File: src/rv_decode_pkg.sv
package rv_decode_pkg;

    localparam int XLEN = 32;

    typedef logic [XLEN-1:0] word_t;
    typedef logic [31:2]     pc_t;
    typedef logic [4:0]      reg_idx_t;
    typedef logic [2:0]      funct3_t;
    typedef logic [11:0]     csr_idx_t;
    typedef logic [1:0]      res_src_t;
    // top bit is the arithmetic shift flag
    typedef logic [4:0]      alu_ctrl_t;

    // opcode bits 6:2, low pair must be 2'b11
    localparam logic [4:0] GRP_LOAD     = 5'b00000;
    localparam logic [4:0] GRP_MISC_MEM = 5'b00011;
    localparam logic [4:0] GRP_OP_IMM   = 5'b00100;
    localparam logic [4:0] GRP_AUIPC    = 5'b00101;
    localparam logic [4:0] GRP_STORE    = 5'b01000;
    localparam logic [4:0] GRP_OP       = 5'b01100;
    localparam logic [4:0] GRP_LUI      = 5'b01101;
    localparam logic [4:0] GRP_BRANCH   = 5'b11000;
    localparam logic [4:0] GRP_JALR     = 5'b11001;
    localparam logic [4:0] GRP_JAL      = 5'b11011;
    localparam logic [4:0] GRP_SYSTEM   = 5'b11100;

    // alu operation, lower four bits of alu_ctrl_t
    localparam logic [3:0] ALU_ADD      = 4'd0;
    localparam logic [3:0] ALU_SUB      = 4'd1;
    localparam logic [3:0] ALU_XOR      = 4'd2;
    localparam logic [3:0] ALU_OR       = 4'd3;
    localparam logic [3:0] ALU_AND      = 4'd4;
    localparam logic [3:0] ALU_SHL      = 4'd5;
    localparam logic [3:0] ALU_SHR      = 4'd6;
    localparam logic [3:0] ALU_CMP_EQ   = 4'd8;
    localparam logic [3:0] ALU_CMP_NEQ  = 4'd9;
    localparam logic [3:0] ALU_CMP_LTS  = 4'd10;
    localparam logic [3:0] ALU_CMP_NLTS = 4'd11;
    localparam logic [3:0] ALU_CMP_LTU  = 4'd12;
    localparam logic [3:0] ALU_CMP_NLTU = 4'd13;

    localparam res_src_t RES_SRC_ALU    = 2'd0;
    localparam res_src_t RES_SRC_MEMORY = 2'd1;
    localparam res_src_t RES_SRC_PC_P4  = 2'd2;

    localparam logic OP1_SEL_REG = 1'b0;
    localparam logic OP1_SEL_PC  = 1'b1;
    localparam logic OP2_SEL_REG = 1'b0;
    localparam logic OP2_SEL_IMM = 1'b1;

endpackage

File: src/rv_decode_if.sv
`timescale 1ns/1ps

interface rv_decode_if;

    rv_decode_pkg::word_t instr;

    // one flag per group, legal encodings only
    logic is_load;
    logic is_store;
    logic is_op_imm;
    logic is_op;
    logic is_lui;
    logic is_auipc;
    logic is_branch;
    logic is_jal;
    logic is_jalr;

    modport source
    (
        output instr,
        output is_load,
        output is_store,
        output is_op_imm,
        output is_op,
        output is_lui,
        output is_auipc,
        output is_branch,
        output is_jal,
        output is_jalr
    );

    modport sink
    (
        input instr,
        input is_load,
        input is_store,
        input is_op_imm,
        input is_op,
        input is_lui,
        input is_auipc,
        input is_branch,
        input is_jal,
        input is_jalr
    );

endinterface

File: src/rv_fetch_latch.sv
`timescale 1ns/1ps

module rv_fetch_latch
(
    input  logic                 i_clk,
    input  logic                 i_rst,
    input  logic                 i_stall,
    input  logic                 i_flush,
    input  rv_decode_pkg::pc_t   i_pc,
    input  rv_decode_pkg::pc_t   i_pc_p4,
    input  rv_decode_pkg::word_t i_data,
    output rv_decode_pkg::pc_t   o_pc,
    output rv_decode_pkg::pc_t   o_pc_p4,
    output rv_decode_pkg::word_t o_instr,
    output logic                 o_masked
);

    rv_decode_pkg::pc_t r_pc;
    rv_decode_pkg::pc_t r_pc_p4;
    logic               r_flush;

    // flush wins over stall
    always_ff @(posedge i_clk)
    begin
        if (i_rst || i_flush)
        begin
            r_pc    <= '0;
            r_pc_p4 <= '0;
        end
        else if (!i_stall)
        begin
            r_pc    <= i_pc;
            r_pc_p4 <= i_pc_p4;
        end
    end

    // memory reply after a flush belongs to the dropped fetch
    always_ff @(posedge i_clk)
    begin
        if (i_rst)
            r_flush <= 1'b0;
        else
            r_flush <= i_flush;
    end

    assign o_masked = i_rst | r_flush;
    assign o_instr  = o_masked ? '0 : i_data;
    assign o_pc     = r_pc;
    assign o_pc_p4  = r_pc_p4;

endmodule

File: src/rv_instr_classify.sv
`timescale 1ns/1ps

module rv_instr_classify
(
    input  rv_decode_pkg::word_t i_instr,
    input  logic                 i_masked,
    input  logic                 i_flush,
    rv_decode_if.source          dec,
    output logic                 o_inv_instr,
    output logic                 o_csr_read,
    output logic                 o_csr_write
);

    logic [4:0]               grp;
    logic                     full;
    rv_decode_pkg::funct3_t   funct3;
    logic [6:0]               funct7;
    rv_decode_pkg::reg_idx_t  rd;
    rv_decode_pkg::reg_idx_t  rs1;
    logic                     f7_zero;
    logic                     f7_alt;

    logic grp_load;
    logic grp_store;
    logic grp_op_imm;
    logic grp_op;
    logic grp_branch;
    logic grp_jalr;
    logic grp_misc_mem;
    logic grp_system;

    logic is_fence;
    logic supported;
    logic csr_rw_form;
    logic csr_sc_form;

    assign grp     = i_instr[6:2];
    assign full    = (i_instr[1:0] == 2'b11);
    assign funct3  = i_instr[14:12];
    assign funct7  = i_instr[31:25];
    assign rd      = i_instr[11:7];
    assign rs1     = i_instr[19:15];
    assign f7_zero = (funct7 == 7'b0000000);
    assign f7_alt  = (funct7 == 7'b0100000);

    assign grp_load     = full & (grp == rv_decode_pkg::GRP_LOAD);
    assign grp_store    = full & (grp == rv_decode_pkg::GRP_STORE);
    assign grp_op_imm   = full & (grp == rv_decode_pkg::GRP_OP_IMM);
    assign grp_op       = full & (grp == rv_decode_pkg::GRP_OP);
    assign grp_branch   = full & (grp == rv_decode_pkg::GRP_BRANCH);
    assign grp_jalr     = full & (grp == rv_decode_pkg::GRP_JALR);
    assign grp_misc_mem = full & (grp == rv_decode_pkg::GRP_MISC_MEM);
    assign grp_system   = full & (grp == rv_decode_pkg::GRP_SYSTEM);

    assign dec.instr = i_instr;

    // lb, lh, lw, lbu, lhu
    assign dec.is_load  = grp_load & (funct3 inside {3'd0, 3'd1, 3'd2, 3'd4, 3'd5});
    assign dec.is_store = grp_store & (funct3 <= 3'd2);

    // only the right shifts carry a funct7 variant
    assign dec.is_op_imm = grp_op_imm & ((funct3 != 3'd5) | f7_zero | f7_alt);

    // sub and sra are the only alternate forms
    assign dec.is_op = grp_op &
                       (f7_zero | (f7_alt & ((funct3 == 3'd0) | (funct3 == 3'd5))));

    assign dec.is_lui    = full & (grp == rv_decode_pkg::GRP_LUI);
    assign dec.is_auipc  = full & (grp == rv_decode_pkg::GRP_AUIPC);
    assign dec.is_branch = grp_branch & (funct3 != 3'd2) & (funct3 != 3'd3);
    assign dec.is_jal    = full & (grp == rv_decode_pkg::GRP_JAL);
    assign dec.is_jalr   = grp_jalr & (funct3 == 3'd0);

    // fence and fence.i
    assign is_fence = grp_misc_mem & (funct3 <= 3'd1);

    // system words stay outside the supported set
    assign supported = dec.is_load | dec.is_store | dec.is_op_imm | dec.is_op |
                       dec.is_lui | dec.is_auipc | dec.is_branch | dec.is_jal |
                       dec.is_jalr | is_fence;

    assign o_inv_instr = ~supported & ~i_flush & ~i_masked;

    // csrrw/csrrwi vs csrrs/csrrc/csrrsi/csrrci
    assign csr_rw_form = (funct3[1:0] == 2'b01);
    assign csr_sc_form = funct3[1];

    assign o_csr_read  = grp_system & ((csr_rw_form & (|rd)) | csr_sc_form);
    assign o_csr_write = grp_system & (csr_rw_form | (csr_sc_form & (|rs1)));

endmodule

File: src/rv_imm_gen.sv
`timescale 1ns/1ps

module rv_imm_gen
(
    rv_decode_if.sink            dec,
    output rv_decode_pkg::word_t o_imm
);

    rv_decode_pkg::word_t imm;
    rv_decode_pkg::word_t ins;

    assign ins = dec.instr;

    // priority follows the format table
    always_comb
    begin
        if (dec.is_jal)
        begin
            // J-type
            imm = {{12{ins[31]}}, ins[19:12], ins[20], ins[30:21], 1'b0};
        end
        else if (dec.is_lui || dec.is_auipc)
        begin
            imm = {ins[31:12], 12'b0};
        end
        else if (dec.is_jalr || dec.is_load || dec.is_op_imm)
        begin
            imm = {{21{ins[31]}}, ins[30:20]};
        end
        else if (dec.is_branch)
        begin
            // B-type
            imm = {{20{ins[31]}}, ins[7], ins[30:25], ins[11:8], 1'b0};
        end
        else if (dec.is_store)
        begin
            imm = {{21{ins[31]}}, ins[30:25], ins[11:7]};
        end
        else
        begin
            imm = '0;
        end
    end

    assign o_imm = imm;

endmodule

File: src/rv_ctrl_gen.sv
`timescale 1ns/1ps

module rv_ctrl_gen
(
    rv_decode_if.sink                 dec,
    output rv_decode_pkg::reg_idx_t   o_rs1,
    output rv_decode_pkg::reg_idx_t   o_rs2,
    output rv_decode_pkg::reg_idx_t   o_rd,
    output rv_decode_pkg::funct3_t    o_funct3,
    output rv_decode_pkg::csr_idx_t   o_csr_idx,
    output rv_decode_pkg::alu_ctrl_t  o_alu_ctrl,
    output rv_decode_pkg::res_src_t   o_res_src,
    output logic                      o_reg_write,
    output logic                      o_mem_read,
    output logic                      o_mem_write,
    output logic                      o_jump,
    output logic                      o_branch,
    output logic                      o_pc_sel,
    output logic                      o_alu_op1_sel,
    output logic                      o_alu_op2_sel
);

    rv_decode_pkg::funct3_t funct3;
    logic                   is_arith;
    logic [3:0]             alu_op;
    logic                   arith_shift;

    assign funct3   = dec.instr[14:12];
    assign is_arith = dec.is_op_imm | dec.is_op;

    // lui has no rs1 field
    assign o_rs1     = dec.is_lui ? '0 : dec.instr[19:15];
    assign o_rs2     = dec.instr[24:20];
    assign o_rd      = dec.instr[11:7];
    assign o_funct3  = funct3;
    assign o_csr_idx = dec.instr[31:20];

    assign o_reg_write = dec.is_load | dec.is_op_imm | dec.is_op | dec.is_lui |
                         dec.is_auipc | dec.is_jal | dec.is_jalr;
    assign o_mem_read  = dec.is_load;
    assign o_mem_write = dec.is_store;
    assign o_jump      = dec.is_jal | dec.is_jalr;
    assign o_branch    = dec.is_branch;
    assign o_pc_sel    = dec.is_jalr;

    assign o_alu_op1_sel = (dec.is_auipc | dec.is_jal) ? rv_decode_pkg::OP1_SEL_PC
                                                       : rv_decode_pkg::OP1_SEL_REG;

    assign o_alu_op2_sel = (dec.is_load | dec.is_store | dec.is_op_imm | dec.is_lui |
                            dec.is_auipc | dec.is_jal | dec.is_jalr)
                           ? rv_decode_pkg::OP2_SEL_IMM : rv_decode_pkg::OP2_SEL_REG;

    always_comb
    begin
        if (dec.is_load)
            o_res_src = rv_decode_pkg::RES_SRC_MEMORY;
        else if (dec.is_jal || dec.is_jalr)
            o_res_src = rv_decode_pkg::RES_SRC_PC_P4;
        else
            o_res_src = rv_decode_pkg::RES_SRC_ALU;
    end

    always_comb
    begin
        alu_op = rv_decode_pkg::ALU_ADD;
        if (dec.is_branch)
        begin
            case (funct3)
                3'd0:    alu_op = rv_decode_pkg::ALU_CMP_EQ;
                3'd1:    alu_op = rv_decode_pkg::ALU_CMP_NEQ;
                3'd4:    alu_op = rv_decode_pkg::ALU_CMP_LTS;
                3'd5:    alu_op = rv_decode_pkg::ALU_CMP_NLTS;
                3'd6:    alu_op = rv_decode_pkg::ALU_CMP_LTU;
                3'd7:    alu_op = rv_decode_pkg::ALU_CMP_NLTU;
                default: alu_op = rv_decode_pkg::ALU_ADD;
            endcase
        end
        else if (is_arith)
        begin
            case (funct3)
                // addi never subtracts
                3'd0:    alu_op = (dec.is_op && dec.instr[30]) ? rv_decode_pkg::ALU_SUB
                                                               : rv_decode_pkg::ALU_ADD;
                3'd1:    alu_op = rv_decode_pkg::ALU_SHL;
                3'd2:    alu_op = rv_decode_pkg::ALU_CMP_LTS;
                3'd3:    alu_op = rv_decode_pkg::ALU_CMP_LTU;
                3'd4:    alu_op = rv_decode_pkg::ALU_XOR;
                3'd5:    alu_op = rv_decode_pkg::ALU_SHR;
                3'd6:    alu_op = rv_decode_pkg::ALU_OR;
                default: alu_op = rv_decode_pkg::ALU_AND;
            endcase
        end
    end

    // sra and srai
    assign arith_shift = is_arith & (funct3 == 3'd5) & dec.instr[30];
    assign o_alu_ctrl  = {arith_shift, alu_op};

endmodule

File: src/rv_decode_top.sv
`timescale 1ns/1ps

module rv_decode_top
(
    input  logic                      i_clk,
    input  logic                      i_rst,
    input  logic                      i_stall,
    input  logic                      i_flush,
    input  rv_decode_pkg::word_t      i_data,
    input  rv_decode_pkg::pc_t        i_pc,
    input  rv_decode_pkg::pc_t        i_pc_p4,
    output rv_decode_pkg::reg_idx_t   o_rs1,
    output rv_decode_pkg::reg_idx_t   o_rs2,
    output rv_decode_pkg::reg_idx_t   o_rd,
    output rv_decode_pkg::pc_t        o_pc,
    output rv_decode_pkg::pc_t        o_pc_p4,
    output rv_decode_pkg::word_t      o_imm,
    output logic                      o_reg_write,
    output logic                      o_mem_read,
    output logic                      o_mem_write,
    output rv_decode_pkg::res_src_t   o_res_src,
    output logic                      o_pc_sel,
    output logic                      o_jump,
    output logic                      o_branch,
    output logic                      o_alu_op1_sel,
    output logic                      o_alu_op2_sel,
    output rv_decode_pkg::funct3_t    o_funct3,
    output rv_decode_pkg::alu_ctrl_t  o_alu_ctrl,
    output logic                      o_inv_instr,
    output rv_decode_pkg::csr_idx_t   o_csr_idx,
    output logic                      o_csr_read,
    output logic                      o_csr_write
);

    rv_decode_pkg::word_t instr;
    logic                 masked;

    rv_decode_if dec_bus ();

    rv_fetch_latch u_fetch_latch
    (
        .i_clk    (i_clk),
        .i_rst    (i_rst),
        .i_stall  (i_stall),
        .i_flush  (i_flush),
        .i_pc     (i_pc),
        .i_pc_p4  (i_pc_p4),
        .i_data   (i_data),
        .o_pc     (o_pc),
        .o_pc_p4  (o_pc_p4),
        .o_instr  (instr),
        .o_masked (masked)
    );

    rv_instr_classify u_classify
    (
        .i_instr     (instr),
        .i_masked    (masked),
        .i_flush     (i_flush),
        .dec         (dec_bus.source),
        .o_inv_instr (o_inv_instr),
        .o_csr_read  (o_csr_read),
        .o_csr_write (o_csr_write)
    );

    rv_imm_gen u_imm_gen
    (
        .dec   (dec_bus.sink),
        .o_imm (o_imm)
    );

    rv_ctrl_gen u_ctrl_gen
    (
        .dec           (dec_bus.sink),
        .o_rs1         (o_rs1),
        .o_rs2         (o_rs2),
        .o_rd          (o_rd),
        .o_funct3      (o_funct3),
        .o_csr_idx     (o_csr_idx),
        .o_alu_ctrl    (o_alu_ctrl),
        .o_res_src     (o_res_src),
        .o_reg_write   (o_reg_write),
        .o_mem_read    (o_mem_read),
        .o_mem_write   (o_mem_write),
        .o_jump        (o_jump),
        .o_branch      (o_branch),
        .o_pc_sel      (o_pc_sel),
        .o_alu_op1_sel (o_alu_op1_sel),
        .o_alu_op2_sel (o_alu_op2_sel)
    );

endmodule

File: config.mk
export PLATFORM = sky130hd
export DESIGN_NAME = rv_decode_top
export DESIGN_NICKNAME = d
export VERILOG_FILES = /design/src/rv_decode_pkg.sv /design/src/rv_decode_if.sv /design/src/rv_fetch_latch.sv /design/src/rv_instr_classify.sv /design/src/rv_imm_gen.sv /design/src/rv_ctrl_gen.sv /design/src/rv_decode_top.sv
export SDC_FILE = /design/constraint.sdc
export NUM_CORES = 1
export LEC_CHECK = 0
export BUFFER_PORTS_ARGS = -buffer_cell sky130_fd_sc_hd__buf_4
export CORE_MARGIN = 2
export CORE_UTILIZATION = 30
export DETAILED_ROUTE_END_ITERATION = 6
export HOLD_SLACK_MARGIN = 0.1
export PLACE_DENSITY_LB_ADDON = 0.05
export SLEW_MARGIN = 20
export SYNTH_ARGS = -nofsm -noshare
export SYNTH_HDL_FRONTEND = slang
export SYNTH_SLANG_ARGS = --single-unit
File: constraint.sdc
create_clock -name i_clk -period 2.7 [get_ports i_clk]
set_input_delay 0.675 -clock i_clk [delete_from_list [all_inputs] [get_ports i_clk]]
set_output_delay 0.675 -clock i_clk [all_outputs]
set_load 0.02 [all_outputs]
# After elaboration in Yosys (flattened, before gate mapping)

Index checks and enable logic that the tools add are counted.

Register bits after elaboration: 61
Bits in read-only memories: 0
Memories: 0
RAM bits: 0
Output and inout port bits: 140
Bits of input ports: 96
Logic and storage cells: 116
Latch bits: 0

Shift-type cells: 0
Add/sub/neg operators: 0
Reductions and logical operators: 12
Muxes and demuxes: 16
Eq/ne operators: 23
Bitwise logic cells: 60
$lt $le $gt $ge: 2
$mul: 0
Div/mod/pow operators: 0

Operators by type and width:

| kind                 | number |
|---|---|
| $mux W32             | 6 |
| $or A1 B1 Y1         | 29 |
| $and A1 B1 Y1        | 28 |
| $pmux W4 S7          | 1 |
| $pmux W4 S6          | 1 |
| $eq A5 B5 Y1 const B | 4 |
| $eq A5 B4 Y1 const B | 3 |
| $eq A3 B3 Y1 const B | 4 |
| $eq A5 B3 Y1 const B | 2 |
| $reduce_or A5 Y1     | 2 |
| $mux W4              | 2 |
| $eq A7 B6 Y1 const B | 1 |
| $logic_not A7 Y1     | 1 |
| $eq A3 B2 Y1 const B | 2 |
| $ne A3 B2 Y1 const B | 2 |
| $eq A5 B2 Y1 const B | 1 |
| $logic_not A5 Y1     | 1 |
| $logic_or A1 B1 Y1   | 5 |
| $mux W5              | 1 |
| $reduce_bool A5 Y1   | 1 |
| $mux W2              | 2 |
| $eq A3 B1 Y1 const B | 1 |
| $le A3 B1 Y1 const B | 1 |
| $le A3 B2 Y1 const B | 1 |
| 7 further kinds      | 11 |

# Longest topological paths before layout

Depth after elaboration: 17
Depth in mapped cells: 7
Gate-level depth less buffers: 6

# Modules after synthesis

From an unflattened synthesis, not the netlist that was laid out.

Cell total of the unflattened synthesis: 453
Area, all modules: 3898.7 um2

Modules (own cells, without submodules):

| module            | seq. area each (um2) | cells each | area an instance (um2) | times used |
|---|---|---|---|---|
| rv_fetch_latch    | 1221.2               | 234        | 2432.3                 | 1 |
| rv_instr_classify | 0.0                  | 86         | 571.8                  | 1 |
| rv_imm_gen        | 0.0                  | 68         | 449.2                  | 1 |
| rv_ctrl_gen       | 0.0                  | 65         | 445.4                  | 1 |

# Least setup slack after synthesis

OpenSTA, ideal clock, no wires.

Path type: input to output
Start: input i_rst
End: output o_imm[1]
Arrival time: 2459 ps
Path slack: -434 ps
Path buffers: 0
Stages: 5
Cell sequence: and4bb_4 > nand3_2 > nor3_1 > a31oi_1 > o21ai_0

Word-level cells in the longest chain between the ends: 10
Elaborated cells between the ends (all ways): 47

Ends and longest elaborated chain:

| what                                                  | line                               | source |
|---|---|---|
| from (decl)                                           | rv_decode_top.sv:6                 | `input logic i_rst,` |
| $or A1 B1 Y1 (*)                                      | rv_fetch_latch.sv:46               | `assign o_masked = i_rst \| r_flush;` |
| $mux W32 (*)                                          | rv_fetch_latch.sv:47               | `assign o_instr = o_masked ? '0 : i_data;` |
| $eq A5 B4 Y1, or another cell as far along            | rv_instr_classify.sv:47            | `assign grp_store = full & (grp == rv_decode_pkg::GRP_STORE);` |
| $and A1 B1 Y1, or another cell as far along           | rv_instr_classify.sv:47            |  |
| $and A1 B1 Y1, or another cell as far along           | rv_instr_classify.sv:59            | `assign dec.is_store = grp_store & (funct3 <= 3'd2);` |
| $mux W32, or another cell as far along                | rv_imm_gen.sv:35                   | `else if (dec.is_store)` |
| $mux W32 / $logic_or A1 B1 Y1 (equally long branches) | rv_imm_gen.sv:30, rv_imm_gen.sv:26 |  |
| $mux W32                                              | rv_imm_gen.sv:26                   | `else if (dec.is_jalr \|\| dec.is_load \|\| dec.is_op_imm)` |
| $mux W32                                              | rv_imm_gen.sv:22                   | `else if (dec.is_lui \|\| dec.is_auipc)` |
| $mux W32 (*)                                          | rv_imm_gen.sv:17                   | `if (dec.is_jal)` |
| to (decl)                                             | rv_decode_top.sv:17                | `output rv_decode_pkg::word_t o_imm,` |

Every way passes the cells marked *; elsewhere a longest branch is shown, timed or not.

# Worst setup path after layout

Start: input i_data[26]
End: output o_imm[26]

Word-level cells in the longest chain between the ends: 9
Elaborated cells between the ends (all ways): 10

Ends and longest elaborated chain:

| what                       | line                    | source |
|---|---|---|
| from (decl)                | rv_decode_top.sv:9      | `input rv_decode_pkg::word_t i_data,` |
| $mux W32 (*)               | rv_fetch_latch.sv:47    |  |
| $logic_not A7 Y1           | rv_instr_classify.sv:43 | `assign f7_zero = (funct7 == 7'b0000000);` |
| $or A1 B1 Y1 (2 in series) | rv_instr_classify.sv:62 | `assign dec.is_op_imm = grp_op_imm & ((funct3 != 3'd5) \| f7_zero \| f7_alt);` |
| $and A1 B1 Y1              | rv_instr_classify.sv:62 |  |
| $logic_or A1 B1 Y1         | rv_imm_gen.sv:26        |  |
| $mux W32                   | rv_imm_gen.sv:26        |  |
| $mux W32 (*)               | rv_imm_gen.sv:22        |  |
| $mux W32 (*)               | rv_imm_gen.sv:17        |  |

Marks and branches as above.

==> flow_metrics.tcl <==
set metrics [dict create \
    synth_area_mm2 0.00333 \
    worst-setup-path-type "input pin to output port" \
    cts_tree "built" \
    required_ps 2030 \
    rows 38 \
    place_congestion 0.868 \
    slew_headroom 0.557 \
    min_path_type "register to register" \
    cts_buffers 9 \
    final_antenna_net_count 0 \
    cts_root_buffer "clkbuf_8" \
    clk_pin_slew_ps 60 \
    holdPathStages 2 \
    power_density_mw_per_mm2 360 \
    post-route-util 0.607 \
    synth_edf_count 0 \
    postSynthCellCount 398 \
    cts.path.max_buffers 2 \
    r2r-end "u_fetch_latch.o_pc[14]" \
    viasPerCell 4.64 \
    coreArea_mm2 0.0108 \
    drtIter0Drc 131 \
    synth_cell_types 57 \
    path_max_fanout 11 \
    violations "setup timing" \
    final-max-slew-violation-count 0 \
    fin_crit_ps 3130 \
    synth_area_per_cell_um2 8.36 \
    diodes 0 \
    dr_wl_met3_um 1090 \
    grtUsageTotal 0.198 \
    dieHeight_um 109 \
    first_pass_iters 4 \
    fmax_mhz 320 \
    initial_core_util 0.307 \
    setup_violations 43 \
    ff2ff_path_depth 2 \
    syn_nets 494 \
    crit_arrival_ps 2450 \
    grt_pass1_wl_um 18500 \
    ios 236 \
    clk-insertion-delay-late_ps 330 \
    synth_ff_type "dfxtp_1" \
    top_layer "met4" \
    r2r_slack_ps 2040 \
    drive_gt1_frac 0.595 \
    max-vdd-ir-drop_v 0.000302 \
    ctsHoldBuffers 0 \
    clock_sinks 61 \
    crit_path_start_kind "input pin" \
    status "finished, violations left" \
    grt_start_max_net_pins 61 \
    whs_ps 498 \
    areaGrowthSynthToFinish_pct 98.0 \
    tightest_slew_ps 664 \
    rsz0062_at_grt "yes" \
    totalPowerFinal_mw 2.37 \
    drcViolationCount 0 \
    fillers 985 \
    via_count 3881 \
    timing.rr.start "u_fetch_latch.o_pc[14]" \
    fin_setup_tns_ps -14090 \
    synthArstFlopShare 0 \
    dr_wl_met2_um 6360 \
    ys_seq_area_frac 0.367 \
    antenna_found_initial 0 \
    report.final.hold_viol_count 0 \
    p_leak_nw 3.29 \
    synth-seq-cells 61 \
    drv_cap 0 \
    ys_warn_count 0 \
    layout_common_cells "buf_4 (256), nor2_1 (74), mux2i_1 (60), dfxtp_1 (60), buf_6 (52)" \
    dp_slack_ps -462 \
    dieArea_mm2 0.0119 \
    grt-ovfl-total 0 \
    dp_hpwl_um 9810 \
    period_share 1.16 \
    met1_length_um 4960 \
    setup_ws_ps -427 \
    die_x_um 109 \
    routedWlPerCell_um 15.0 \
    endpoint_kind "output port" \
    skew_ps 0 \
    io_buffers 235 \
    hp-start "u_fetch_latch.o_pc_p4[3]" \
    cts_max_level 3 \
    finalWirelength_um 12500 \
    hold_end "u_fetch_latch.o_pc_p4[3]" \
    final_common_cell "buf_4" \
    layout.nets 787 \
    grt_pass1_vias 3727 \
]
==> worst max-delay path: stages <==
cell and delay (ps):
buf_6 90, or4_4 540, o211a_4 280, nor3_4 230
nor4_4 80, buf_6 150, buf_12 130, o21ai_4 140
buf_6 140
==> cell usage after synthesis, drive strengths merged (2+ instances only) <==
master | count | area share
o21ai | 22 | 0.034
nand3 | 4 | 0.0075
nor4 | 7 | 0.020
nor2b | 4 | 0.0075
mux2i | 60 | 0.18
o22ai | 2 | 0.0079
nand2 | 42 | 0.047
nor2 | 81 | 0.091
or2 | 4 | 0.0075
a21oi | 8 | 0.013
or4 | 2 | 0.0056
and2 | 17 | 0.032
dfxtp | 61 | 0.37
buf | 13 | 0.029
inv | 9 | 0.010
nand2b | 3 | 0.0056
nor3 | 6 | 0.012
o211a | 2 | 0.0083
nand3b | 2 | 0.0056
clkbuf | 19 | 0.021
and2b | 6 | 0.014
or3b | 2 | 0.0053
or3 | 2 | 0.0038
==> routing by layer <==
layer,up-vias,track usage
met5,-,0
li1,1928,-
met1,1795,0.231
met2,150,0.350
met4,0,0.0506
met3,8,0.0652
==> metrics by stage <==
stage | area, um^2 | std cells
floorplan | 3500 | 398
global placement | 5790 | 806
detailed placement | 5790 | 806
CTS | 6350 | 831
global route | 6590 | 836
finish | 6590 | 836
==> layout make-up <==
class | count | area, um^2 | share of cell area
Sequential cell | 61 | 1220 | 0.186
Clock inverter | 6 | 68.8 | 0.0105
Multi-Input combinational cell | 296 | 2320 | 0.353
Tap cell | 140 | 175 | 0.0266
Inverter | 9 | 33.8 | 0.00513
Clock buffer | 10 | 138 | 0.0209
Timing Repair Buffer | 314 | 2620 | 0.398
==> kinds of logic (layout without fill, tap and decap cells) <==
kind of cell,after synthesis,in the layout,synth area share
xor gates and xnor gates,1,1,0.00263
AOI/OAI and AO/OA,46,46,0.101
buffers and inverters,41,339,0.0602
muxes,60,60,0.181
DFF,61,61,0.367
and+or+nand+nor,189,189,0.288
==> registers in the layout (all words and copies together) (netlist names) <==
signal / cells
u_fetch_latch.r_flush: 1
u_fetch_latch.o_pc: 30
u_fetch_latch.o_pc_p4: 30
==> how the worst max path moves through the flow <==
stage / from / end / slack (ps) / cells past startpoint
after floorplan: i_data[25] / o_imm[22] / -230 / 6
after CTS: i_data[27] / o_imm[26] / -420 / 9
after global placement: i_data[25] / o_alu_ctrl[3] / -410 / 8
after global routing: i_data[26] / o_imm[26] / -470 / 9
final: i_data[26] / o_imm[26] / -430 / 9
after detailed placement: i_data[25] / o_imm[30] / -460 / 9
==> timing repair <==
action	CTS	global route
resized for setup	61	49
setup endpoints to repair	49	51
cloned	0	0
pin swaps	16	19
endpoints found under the hold margin	0	0
buffers inserted	11	7
==> power by group <==
group / switching (mW) / total (mW) / internal [mW]
Sequential: 0.0170 / 0.946 / 0.929
Combinational: 0.284 / 0.583 / 0.299
Clock: 0.383 / 0.841 / 0.458
Total: 0.684 / 2.37 / 1.69
Power figures use the tool's default switching activity.
